$ cat src/verilog/cpu_defs.svh
`ifndef CPU_DEFS_SVH
`define CPU_DEFS_SVH

// registers in each file, integer and fp alike
`define NUM_REGS 32

// datapath width
`define WORD_WIDTH 32

// width of the register index fields
`define REG_ADDR_WIDTH 5

// width of the primary opcode field, bits 31..26
`define OPCODE_WIDTH 6

// width of the raw immediate field, bits 15..0
`define IMM_WIDTH 16

// integer register-register, funct field selects the operation
`define OP_RTYPE 6'h00

// integer immediate add
`define OP_ADDI 6'h08

// integer load word
`define OP_LW 6'h23

// float load word
`define OP_FLW 6'h31

// float store word, no destination register
`define OP_FSW 6'h39

`endif

$ cat src/verilog/cpuPkg.sv
`include "cpu_defs.svh"

package cpuPkg;

    // operands, write data and extended immediates
    typedef logic [`WORD_WIDTH-1:0] wordT;

    // register index, same for both files
    typedef logic [`REG_ADDR_WIDTH-1:0] regAddrT;

    // primary opcode
    typedef logic [`OPCODE_WIDTH-1:0] opcodeT;

    // raw instruction word as fetched
    typedef logic [`WORD_WIDTH-1:0] instrT;

endpackage

$ cat src/verilog/instrDecode.sv
`timescale 1ns/1ns
`include "cpu_defs.svh"

module instrDecode (
    input  logic            clk,
    input  logic            rstN,
    input  cpuPkg::instrT   instr,
    input  logic            instrValid,
    input  logic            stall,
    output cpuPkg::regAddrT rs1Addr,
    output cpuPkg::regAddrT rs2Addr,
    output cpuPkg::regAddrT fpSrcAddr,
    output cpuPkg::wordT    imm,
    output cpuPkg::regAddrT destAddr,
    output logic            destFp,
    output logic            destEn,
    output logic            illegal,
    output logic            outValid
);

    // raw fields
    cpuPkg::opcodeT  opcode;
    cpuPkg::regAddrT rtField;
    cpuPkg::regAddrT rdField;

    // decoded values, before the latch
    cpuPkg::wordT    immExt;
    cpuPkg::regAddrT destSel;
    logic            destFpSel;
    logic            destEnSel;
    logic            illegalSel;

    // instruction accepted this edge
    logic issue;

    assign opcode  = instr[31:26];
    assign rtField = instr[20:16];
    assign rdField = instr[15:11];

    // read addresses go straight to the register files
    assign rs1Addr   = instr[25:21];
    assign rs2Addr   = rtField;
    // fp store source shares the rt slot
    assign fpSrcAddr = rtField;

    // sign extension is the same for every opcode
    assign immExt = {{(`WORD_WIDTH-`IMM_WIDTH){instr[15]}}, instr[`IMM_WIDTH-1:0]};

    assign issue = instrValid && !stall;

    // opcode classification
    always_comb begin
        destSel    = '0;
        destFpSel  = 1'b0;
        destEnSel  = 1'b0;
        illegalSel = 1'b0;
        case (opcode)
            `OP_RTYPE: begin
                destSel   = rdField;
                // r0 as target means no write
                destEnSel = (rdField != '0);
            end
            `OP_ADDI, `OP_LW: begin
                destSel   = rtField;
                destEnSel = (rtField != '0);
            end
            `OP_FLW: begin
                // any fp register may be loaded, f0 included
                destSel   = rtField;
                destFpSel = 1'b1;
                destEnSel = 1'b1;
            end
            `OP_FSW: begin
                // store only, nothing written back
                destEnSel = 1'b0;
            end
            default: begin
                illegalSel = 1'b1;
            end
        endcase
    end

    // decode latch
    // payload loads on issue only, valid drops on an empty slot
    always_ff @(posedge clk or negedge rstN) begin
        if (!rstN) begin
            imm      <= '0;
            destAddr <= '0;
            destFp   <= 1'b0;
            destEn   <= 1'b0;
            illegal  <= 1'b0;
            outValid <= 1'b0;
        end else if (!stall) begin
            outValid <= instrValid;
            if (issue) begin
                imm      <= immExt;
                destAddr <= destSel;
                destFp   <= destFpSel;
                destEn   <= destEnSel;
                illegal  <= illegalSel;
            end
        end
    end

endmodule

$ cat config.mk
export PLATFORM = sky130hd
export DESIGN_NAME = instrDecode
export DESIGN_NICKNAME = d
export VERILOG_FILES = /design/src/verilog/cpuPkg.sv /design/src/verilog/instrDecode.sv
export VERILOG_INCLUDE_DIRS = /design/src /design/src/verilog
export SDC_FILE = /design/constraint.sdc
export NUM_CORES = 1
export LEC_CHECK = 0
export BUFFER_PORTS_ARGS = -buffer_cell sky130_fd_sc_hd__buf_2
export CAP_MARGIN = 0
export CORE_AREA = 2 2 65 67
export CTS_CLUSTER_DIAMETER = 60
export CTS_CLUSTER_SIZE = 30
export DETAILED_ROUTE_END_ITERATION = 8
export DIE_AREA = 0 0 67 69
export PLACE_DENSITY = 0.76
export SLEW_MARGIN = 20
export SYNTH_ARGS = -nofsm -noshare
export SYNTH_HDL_FRONTEND = slang
export SYNTH_SLANG_ARGS = --single-unit
$ cat constraint.sdc
create_clock -name clk -period 1.9 [get_ports clk]
set_clock_uncertainty 0.15 [all_clocks]
set_input_delay 0.095 -clock clk [delete_from_list [all_inputs] [get_ports clk]]
set_output_delay 0.095 -clock clk [all_outputs]
set_load 0.01 [all_outputs]
Word-level counts from Yosys, hierarchy flattened
Index checks and enable logic that the tools add are counted.

storage, ports and cells
  bits in registers = 25
  latch bits = 0
  bits in writable memories = 0
  memory bits (read-only) = 0
  bits of input ports = 36
  output and inout port bits = 56
  word-level logic and storage cells = 24
  memories = 0

cells by class
  add/subtract/negate cells = 0
  multiply operators = 0
  div/mod/pow operators = 0
  order comparisons = 0
  equal/unequal tests = 4
  shifts and indexed selects = 0
  muxes and demuxes = 4
  bitwise gates (word level) = 1
  reduce and logical (&&, ||, !) cells = 9

operators by type and width
  kind                number
  $eq 6x6->1 const B  3
  $pmux 5 s2          1
  $reduce_bool 5->1   2
  $eq 6x4->1 const B  1
  $logic_not 6->1     1
  $reduce_or 5->1     1
  $pmux 1 s3          1
  $reduce_or 3->1     1
  $mux 1              2
  $reduce_and 2->1    1
  $reduce_or 2->1     1
  $logic_and 1x1->1   1
  $logic_not 1->1     1
  $not 1->1           1

Depth between registers and ports, before layout
  depth in word-level cells = 3
  mapped depth = 6
  gate-level depth less buffers = 4

Least setup slack after synthesis
No wires, ideal clock.

  kind = input -> register
  start point = in instr[14]
  end point = reg destEn
  setup time = 125 ps
  arrival time = 1051 ps
  data required time = 1625 ps
  path slack = 574 ps
  stages on the path = 4
  path buffers = 0
  path through = or4_1 nor2_1 o221ai_1 mux2_4

on the way
  longest elaborated chain between the ends = 2

ends and longest elaborated chain
  what                  RTL line           text
  from (decl)           instrDecode.sv:7   input cpuPkg::instrT instr,
  $reduce_bool 5->1     instrDecode.sv:61  destEnSel = (rdField != '0);
  $pmux 1 s3            instrDecode.sv:57  case (opcode)
  to (signal assigned)  instrDecode.sv:99  destEn <= destEnSel;
  to (decl)             instrDecode.sv:16  output logic destEn,

Every way passes these cells.
A chain may end at the register's enable or synchronous reset.

Final worst setup path
  start point = in instr[19]
  end point = reg destEn

on the way
  longest elaborated chain between the ends = 2

ends and longest elaborated chain
  what               RTL line           text
  $reduce_bool 5->1  instrDecode.sv:65  destEnSel = (rtField != '0);
  $pmux 1 s3         instrDecode.sv:57

Every way passes these cells.

==> out/metrics.cfg <==
[outcome]
status=finished, final reports clean

[clock_network]
cts_resized=0
cts-buffers-inserted=3
cts_sinks=25
clk_latency_ns=0.26
clk_pin_slew_ns=0.09
cts_buffer_depth=2
root_buffer=clkbuf_8
cts_setup_buffers=0
cts.htree.levels=1
cts_tree=yes
ctsHoldBuffers=23

[die]
die_h_um=69
coreArea_sq_mm=0.00391
pin_count=92
rows=23
dieWidth_um=67
dieArea_sq_mm=0.00462
initial_utilization_pct=33.3

[timing]
fin_ws_ns=0.130
tns_ns=0
period_needed_ns=1.77
slew_violations=0
whs_ns=0.0203
setup_viol=0
hold_viol=0
worstMarginPinSlew_ns=0.551
maxSlewHeadroom_pct=63.3
fmax_mhz=565
fin_crit_sh_pct=93.2
rsz0062_at_grt=no

[job]
maxCapViolCount=0

[power_and_ir_drop]
leakage_nw=1.02
sw_frac_of_total_pct=29.7
clkPwrFrac_pct=25.2
seq_power_share_pct=48.8
peakVddDrop_v=0.000291
p_switching_w=0.000373
internal_power_w=0.000885
combPwrFrac_pct=26.0
power_density_mw_per_mm2=690

[setup_path]
reg2regPathDepth=1
cp_cell_sequence=dlygate4sd3_1 -> buf_2 -> or4_1 -> nor2_1 -> o221ai_1 -> mux2_4
required_ns=1.91
critPathBufInv=2
worstPathMaxFanout=4
crit_path_end_kind=register
cp.arrival_ns=1.78
cp.depth=6
cp-start-kind=input port
crit_family=buffers and inverters
slowest_delay_ns=0.54
cp_slowest_cell=dlygate4sd3_1
path_class=in -> reg

[synth]
synth_area_per_cell_sq_um=8.82
postSynthCellCount=148
syn_nets=184
syn_area_sq_mm=0.00131
seq_area_frac_synth_pct=47.9
synth_seq_cells=25
ys_types=23
synth_warnings=0

[drt]
first_iter_violations=59
routed_wl_um=3260
drt-vias-per-instance=4.43
vias=1214
firstDrtPassIters=4
drc=0
ant_nets=0
drt-wirelength-per-cell_um=11.9

[final_layout]
synthToLayoutAreaGrowth_pct=39.9
fillers=390
final_area_sq_mm=0.00183
antennaDiodeCount=0
nNetsFinal=261
drive_gt1_share_pct=40.2
utilization_pct=46.6

[global_route]
grt_max_degree=26
grt_pass1_vias=1212
grt_use_total_pct=14.5
antenna_found_initial=0
overflow=0
grt_pass1_wl_um=5220

[placed_design]
pre_cts_slack_ns=0.394
place_area_sq_mm=0.00155
portBuffers=81
dp_hpwl_um=2230
gp_congestion=0.709

[min_path]
hold_depth=4
hold_path.class=in -> reg

==> power by group through the flow <==
stage | clock network (W) | registers [W] | logic, W
2_1_floorplan | 0 | 0.000651 | 0.000181
3_3_place_gp | 0 | 0.000624 | 0.000290
3_5_place_dp | 0 | 0.000624 | 0.000296
4_1_cts | 0.000327 | 0.000615 | 0.000331
5_1_grt | 0.000355 | 0.000625 | 0.000363
6_report | 0.000317 | 0.000614 | 0.000328
==> area by class of cell <==
cell class	instances	area, sq um	area share [%]
repair buffers	108	666	36.5
flip-flops and latches	25	626	34.3
multi-input cells	87	425	23.3
well taps	50	62.6	3.43
clock buffers	3	41.3	2.26
clock inverters	1	5.00	0.274
==> metrics by stage <==
stage	std cells	power (W)
after floorplan	148	0.000833
after global placement	247	0.000914
after detailed placement	247	0.000921
after CTS	274	0.00127
after global routing	274	0.00134
final	274	0.00126
==> routing by layer <==
layer	part of all wire (%)	track usage (%)	wire length, um
met1	39	14.8	1270
met3	7.5	3.92	244
met2	53	28.7	1730
met5	0	0	0
met4	0.40	1.59	13
==> tightest hold or removal path: stages <==
cell and delay (ns):
buf_2 0.10, nor2_1 0.04, o21ai_0 0.06, o21a_1 0.12
==> cells in the mapped netlist <==
cell      count  share of area [%]
nand2_1      52                 15
buf_4        31                 18
dfrtp_1      25                 48
nor2_1       10                2.9
a221o_1       5                3.8
a21oi_1       2               0.77
and4b_1       2                1.5
buf_2         2               0.77
clkbuf_1      2               0.58
nor2b_1       2               0.96
o21ai_0       2               0.77
or4_1         2                1.2
buf_1         1               0.29
mux2_4        1                1.2
nand2b_1      1               0.48
nand3_1       1               0.38
nand4_1       1               0.48
nor4_1        1               0.48
nor4b_1       1               0.67
o21a_1        1               0.58
o21ai_1       1               0.38
o221ai_1      1               0.67
or3_1         1               0.48
==> sequential cells by signal, indices dropped and copies added, names as in the netlist <==
name,cells
imm,16
destAddr,5
destEn,1
destFp,1
illegal,1
outValid,1
==> cells by family after synthesis <==
kind of cell | count (synthesis) | synth area share, %
compound gates | 12 | 7.00
buf+inv | 36 | 19.5
flops | 25 | 47.9
mux | 1 | 1.15
simple gates | 74 | 24.4
==> path summary, 6_finish.rpt <==
| check | startpoint | end | slack, ns |
|---|---|---|---|
| setup reg to reg | destAddr[0]$_DFFE_PN0P_ | destAddr[0]$_DFFE_PN0P_ | 0.93 |
| hold / removal | instr[28] | illegal$_DFFE_PN0P_ | 0.02 |
| hold reg to reg | imm[1]$_DFFE_PN0P_ | imm[1]$_DFFE_PN0P_ | 0.33 |
| min in group asynchronous | rstN | outValid$_DFFE_PN0N_ | 0.19 |
| max in group asynchronous | rstN | imm[13]$_DFFE_PN0P_ | 1.05 |
| setup / recovery | instr[19] | destEn$_DFFE_PN0P_ | 0.13 |
==> placed cells by master (no fill, tap or decap), types with 2 or more instances in the layout <==
cell type,count
buf_4,4
or4_1,2
a221o_1,5
a21oi_1,2
buf_2,81
dfrtp_1,25
nor2b_1,2
o21ai_0,2
nor2_1,10
nand2_1,52
and4b_1,2
dlygate4sd3_1,23
clkbuf_8,3
Power figures use the tool's default switching activity.
