===== src/verilog/cpu_defs.svh =====
`ifndef CPU_DEFS_SVH
`define CPU_DEFS_SVH

// registers in each file, integer and fp alike
`define NUM_REGS 32

// datapath width
`define WORD_WIDTH 32

// width of the register index fields
`define REG_ADDR_WIDTH 5

// width of the primary opcode field, bits 31..26
`define OPCODE_WIDTH 6

// width of the raw immediate field, bits 15..0
`define IMM_WIDTH 16

// integer register-register, funct field selects the operation
`define OP_RTYPE 6'h00

// integer immediate add
`define OP_ADDI 6'h08

// integer load word
`define OP_LW 6'h23

// float load word
`define OP_FLW 6'h31

// float store word, no destination register
`define OP_FSW 6'h39

`endif


===== src/verilog/cpuPkg.sv =====
`include "cpu_defs.svh"

package cpuPkg;

    // operands, write data and extended immediates
    typedef logic [`WORD_WIDTH-1:0] wordT;

    // register index, same for both files
    typedef logic [`REG_ADDR_WIDTH-1:0] regAddrT;

    // primary opcode
    typedef logic [`OPCODE_WIDTH-1:0] opcodeT;

    // raw instruction word as fetched
    typedef logic [`WORD_WIDTH-1:0] instrT;

endpackage


===== src/verilog/intRegFile.sv =====
`timescale 1ns/1ns
`include "cpu_defs.svh"

module intRegFile (
    input  logic            clk,
    input  logic            rstN,
    input  logic            hold,
    input  cpuPkg::regAddrT rs1Addr,
    input  cpuPkg::regAddrT rs2Addr,
    input  logic            wrEn,
    input  cpuPkg::regAddrT wrAddr,
    input  cpuPkg::wordT    wrData,
    output cpuPkg::wordT    rData1,
    output cpuPkg::wordT    rData2
);

    // register storage, entry 0 stays at its reset value
    cpuPkg::wordT regs [`NUM_REGS];

    // next values of the two read registers
    cpuPkg::wordT rdNext1;
    cpuPkg::wordT rdNext2;

    // write qualified, r0 writes dropped here
    logic wrLive;

    assign wrLive = wrEn && (wrAddr != '0);

    // read select shared by both ports
    // zero register first, then bypass, then storage
    function automatic cpuPkg::wordT portRead(input cpuPkg::regAddrT addr);
        cpuPkg::wordT val;
        if (addr == '0) begin
            val = '0;
        end else if (wrLive && (wrAddr == addr)) begin
            val = wrData;
        end else begin
            val = regs[addr];
        end
        return val;
    endfunction

    always_comb begin
        rdNext1 = portRead(rs1Addr);
        rdNext2 = portRead(rs2Addr);
    end

    // writeback side, never held by the pipeline stall
    always_ff @(posedge clk or negedge rstN) begin
        if (!rstN) begin
            for (int i = 0; i < `NUM_REGS; i++) begin
                regs[i] <= '0;
            end
        end else if (wrLive) begin
            regs[wrAddr] <= wrData;
        end
    end

    // registered read ports
    // stall freezes them so the latch and the operands stay aligned
    always_ff @(posedge clk or negedge rstN) begin
        if (!rstN) begin
            rData1 <= '0;
            rData2 <= '0;
        end else if (!hold) begin
            rData1 <= rdNext1;
            rData2 <= rdNext2;
        end
    end

endmodule


===== config.mk =====
export PLATFORM = sky130hd
export DESIGN_NAME = intRegFile
export DESIGN_NICKNAME = d
export VERILOG_FILES = /design/src/verilog/cpuPkg.sv /design/src/verilog/intRegFile.sv
export VERILOG_INCLUDE_DIRS = /design/src /design/src/verilog
export SDC_FILE = /design/constraint.sdc
export NUM_CORES = 2
export LEC_CHECK = 0
export BUFFER_PORTS_ARGS = -buffer_cell sky130_fd_sc_hd__buf_2
export CAP_MARGIN = 30
export CORE_MARGIN = 3
export CORE_UTILIZATION = 50
export CTS_CLUSTER_DIAMETER = 80
export CTS_CLUSTER_SIZE = 16
export DETAILED_ROUTE_END_ITERATION = 10
export PLACE_DENSITY = 0.72
export SKIP_CTS_REPAIR_TIMING = 1
export SLEW_MARGIN = 10
export SYNTH_ARGS = -nofsm -noshare
export SYNTH_HDL_FRONTEND = slang
export SYNTH_SLANG_ARGS = --single-unit
export TNS_END_PERCENT = 10

===== constraint.sdc =====
create_clock -name clk -period 1.7 [get_ports clk]
set_clock_uncertainty 0.15 [all_clocks]
set_input_delay 0.085 -clock clk [delete_from_list [all_inputs] [get_ports clk]]
set_output_delay 0.085 -clock clk [all_outputs]
set_load 0.05 [all_outputs]

Word-level counts from Yosys, hierarchy flattened
Cells that the tools add are included.
- bits in registers: 1088
- latch bits: 0
- memory bits (writable): 0
- memory bits (read-only): 0
- output and inout port bits: 64
- logic and storage cells: 63
- memories kept: 0
- add/subtract/negate cells: 0
- multipliers: 0
- div/mod/pow operators: 0
- $lt $le $gt $ge: 4
- equality and inequality tests: 2
- shift operators: 0
- multiplexer cells: 13
- bitwise gates (word level): 3
- reduce and logical (&&, ||, !) cells: 7
- operators with widths (cell ; number):
    1024-bit bitwise mux ; 1
    32-bit binary-select mux with 5-bit select ; 2
    32-bit two-way mux ; 9
    32-bit demux with 5-bit select ; 1
    6-bit greater-or-equal comparator (second input constant) ; 3
    5-bit inverter with 6-bit output ; 3
    5-bit equality test ; 2
    5-bit logical NOT ; 2
    6-bit by 1-bit < comparator with 1-bit output (second input constant) ; 1
    5-bit nonzero test ; 1
    1-bit logical AND ; 4

Longest topological paths before layout
- depth in word-level cells: 6
- mapped depth: 8
- gate-level depth less buffers: 4

Worst setup path after synthesis
OpenSTA, ideal clock, no wires.
- path kind: in2reg
- start point: in rs2Addr[2]
- end point: reg rData2[0]
- setup time: 143 ps
- arrival: 1817 ps
- data required time: 1407 ps
- setup slack: -410 ps
- stages: 7
- buffers on the path: 3
- path through: buf_2 clkbuf_1 buf_1 mux4_2 mux4_2 o211ai_1 o2111ai_1
- longest elaborated chain between the ends: 6
- ends and longest elaborated chain (item ; line ; text):
    start, declared ; intRegFile.sv:9 ; input cpuPkg::regAddrT rs2Addr,
    5-bit inverter with 6-bit output (implied by the code) ; intRegFile.sv:38 ; val = regs[addr];
    32-bit binary-select mux with 5-bit select ; intRegFile.sv:38 ;
    32-bit two-way mux (implied by the code) (2 in a row) ; intRegFile.sv:38 ;
    32-bit two-way mux ; intRegFile.sv:35 ; end else if (wrLive && (wrAddr == addr)) begin
    32-bit two-way mux * ; intRegFile.sv:33 ; if (addr == '0) begin
    end signal, assigned ; intRegFile.sv:67 ; rData2 <= rdNext2;
    end, declared ; intRegFile.sv:14 ; output cpuPkg::wordT rData2
Mark *: on every way between the ends. The rest lies on a longest branch, timed or not. The select of a mux whose other input is x is not followed.
A chain may end at the register's enable or synchronous reset.

Worst setup path in the final report
- start point: reg regs[11] (netlist name)
- end point: reg rData1[11]
- longest elaborated chain between the ends: 5
- ends and longest elaborated chain (item ; line ; text):
    start, declared ; intRegFile.sv:18 ; cpuPkg::wordT regs [`NUM_REGS];
    start signal, assigned by index ; intRegFile.sv:55 ; regs[wrAddr] <= wrData;
    32-bit binary-select mux with 5-bit select ; intRegFile.sv:38 ;
    32-bit two-way mux (implied by the code) (2 in a row) ; intRegFile.sv:38 ;
    32-bit two-way mux ; intRegFile.sv:35 ;
    32-bit two-way mux ; intRegFile.sv:33 ;
    end signal, assigned ; intRegFile.sv:66 ; rData1 <= rdNext1;
    end, declared ; intRegFile.sv:13 ; output cpuPkg::wordT rData1,
No other way between the ends. The select of a mux whose other input is x is not followed.

==> impl_metrics.json <==
{
  "status": "finished, violations left",
  "violations": "negative setup slack",
  "proportion_of_synthesized_flip_flops_having_asynchronous_set_or_reset_pct": 100,
  "grt_first_pass_wirelength_um": 259000,
  "pwr-share-comb_pct": 24.9,
  "maxSlewHeadroom_pct": 47.9,
  "criticalPathCategory": "reg -> reg",
  "clock_latency_ns": 0.67,
  "final_clock_period_utilization_by_the_worst_path_pct": 124,
  "worst-path-buf-inv": 1,
  "yosys.area_share.xor_xnor_pct": 0.154,
  "worstSetupEndpointType": "register",
  "postLayoutCellArea_mm2": 0.0657,
  "final_cell_count_no_fill": 5336,
  "static-leakage-power_nw": 28.1,
  "synth.mux.area_fraction_pct": 42.5,
  "number_of_global_route_vias_before_repair": 38100,
  "max_cap_violations": 0,
  "setup_tns_ns": -13.44,
  "timing.critical_path.cells": "buf_6 -> mux4_2 -> mux4_2 -> o211ai_1 -> o2111ai_1",
  "vias": 36700,
  "drt_iter0_drc": 3866,
  "grt_overflow_total": 0,
  "setup_slack_ns": -0.407,
  "port-buffer-count": 114,
  "layout-drive-gt1-share_pct": 58.2,
  "netlist_top_cells_count": "dfrtp_1, mux2_2, mux4_2",
  "cp_slowest_stage_delay_ns": 0.48,
  "tritoncts": "yes",
  "routed_wirelength_um": 173000,
  "postPlaceCellArea_mm2": 0.0632,
  "worst_setup_hold_path_clk_slew_ns": 0.08,
  "postSynthCellCount": 3630,
  "synth_edf_count": 0,
  "dpl.cell_count": 5204,
  "crit_path_start_kind": "register",
  "post_synth_num_cell_types": 29,
  "report.final.slew_viol_count": 0,
  "post-synth-top-count-cell": "dfrtp_1",
  "route.detailed.wl_per_inst_um": 32.4,
  "gp_routability_congestion": 0.870,
  "dieArea_mm2": 0.118,
  "netlist.top_cell.by_area": "dfrtp_1",
  "unrepaired_setup_endpoints_after_global_routing": "yes",
  "area_growth_syn_to_layout_pct": 15.6,
  "number_of_iterations_in_the_first_detailed_routing_pass": 5,
  "final_period_minus_worst_setup_slack_ns": 2.11,
  "grt_util_all_layers_pct": 29.8,
  "starting_density_pct": 50.4,
  "ir_worst_vdd_mv": 0.965,
  "power_switching_share_pct": 29.1,
  "syn-cell-area_mm2": 0.0568,
  "critical_path.slowest_cell": "mux4_2",
  "path_common_cell": "mux4_2",
  "vias_per_cell": 6.88,
  "flip_flop_and_latch_count_after_synthesis": 1088,
  "net-switching-power_mw": 20.4,
  "grt_start_max_net_pins": 74,
  "synthSimpleGateAreaFrac_pct": 2.13,
  "synth_nets": 3681,
  "fmax_mhz": 475,
  "boundaryPins": 115,
  "hold_violations": 0,
  "synth_top_family_by_area": "multiplexers",
  "cp_max_fo": 2,
  "ant_nets": 0,
  "share_of_the_synthesized_area_in_compound_gates_ao_oa_aoi_oai_pct": 3.92,
  "cellInternalPower_mw": 49.6,
  "core_area_mm2": 0.113,
  "ys_seq_area_share_pct": 47.9,
  "power.sequential.fraction_pct": 49.6,
  "postSynthAreaPerCell_um2": 15.6,
  "htreeDepth": 3,
  "place_ws_ns": -0.617,
  "timing_worst_slew_pin_value_ns": 0.779,
  "hold_class": "in -> reg",
  "ys.flop_type": "dfrtp_1",
  "hpwl_um": 114000,
  "fp.dieH_um": 343,
  "remaining_drc_errors": 0,
  "power_density_mw_per_mm2": 1070,
  "die_width_um": 343,
  "synth_top_area_share_pct": 47.9,
  "synth.yosys.warnings": 0,
  "share_clk_of_total_power_pct": 25.5,
  "fin_nets": 3872,
  "clk_root_buffer_cell": "clkbuf_16",
  "worst_path_dominant_cell_family": "multiplexers",
  "required_ns": 2.08,
  "cts-buffers-inserted": 79,
  "final_setup_violating_endpoints": 65,
  "fp_rows": 123,
  "critical_path_arrival_ns": 2.48,
  "synth_top_cells_by_area": "dfrtp_1, mux4_2, mux2_2",
  "p_total_mw": 70.0,
  "grt_antenna_before_repair": 7,
  "max-clock-path-buffers": 3,
  "synth_fa_ha_area_share_pct": 0,
  "numClockSinks": 1088
}
sequential cells by signal, summed over array words and instances (netlist names):
signal  cells
rData1     32
rData2     32
regs     1024
layout by cell type (no fill, tap or decap), drive strengths merged, types with 4 or more instances in the layout:
| master | count |
|---|---|
| xnor2 | 10 |
| nand3 | 4 |
| o211ai | 66 |
| a22o | 128 |
| buf | 510 |
| nor2b | 4 |
| clkbuf | 86 |
| mux2 | 992 |
| inv | 7 |
| nand2 | 80 |
| diode | 6 |
| nand4 | 64 |
| nor2 | 85 |
| nor3b | 4 |
| nand3b | 4 |
| dlygate4sd3 | 35 |
| dfrtp | 1088 |
| o2111ai | 66 |
| mux4 | 576 |
per-layer routing:
metal	global-route usage [%]	wire, um
met2	46.8	82100
met1	41.2	69000
met3	6.64	15300
met4	10.9	6600
met5	0	13
tightest hold or removal path: cells and delay by family:
family	cells	cell delay [ns]
compound gates	2	0.20
buf+inv	3	0.46
simple gates	1	0.07
kinds of logic (layout without fill, tap and decap cells):
family                    after synthesis  in the layout
muxes                                1568           1568
DFF                                  1088           1088
buffers and inverters                 442            642
AOI/OAI and AO/OA                     264            264
and+or+nand+nor                       258            258
xor gates and xnor gates               10             10
other                                   0              6
power groups by stage:
stage / Combinational (mW) / Sequential, mW / Clock [mW]
after floorplan: 11.5 / 34.8 / 0
after global placement: 16.8 / 34.7 / 0
after detailed placement: 17.3 / 35.0 / 0
after CTS: 17.3 / 34.6 / 18.1
after global routing: 18.5 / 35.3 / 19.0
final: 17.4 / 34.7 / 17.9
area by class of cell:
cell class	count	area [um2]
fillers	8589	47000
flip-flops and latches	1088	27200
well taps	1500	1880
clock inverters	9	103
repair buffers	550	6460
multi-input cells	2100	28000
inverters	2	7.51
diodes	6	15.0
clock buffers	81	2030
final timing paths:
check | cells after the start | endpoint | slack (ns) | start
setup / recovery | 5 | rData1[11] | -0.41 | regs[11]
hold / removal | 6 | rData1[15] | 0.07 | rs1Addr[3]
setup reg to reg | 5 | rData1[11] | -0.41 | regs[11]
hold reg to reg | 0 | regs[1020] | 0.24 | regs[1020]
max in group asynchronous | 3 | regs[444] | 0.39 | rstN
min in group asynchronous | 3 | regs[863] | 0.10 | rstN
through the flow:
step           hold slack, ns  util (%)
2_1_floorplan          -0.361         -
3_3_place_gp           -0.115      56.1
3_5_place_dp           -0.117      56.1
4_1_cts                -0.823      58.0
5_1_grt                0.0721      58.3
6_report               0.0654      58.3
No activity file was read; power rests on OpenSTA's default activity.
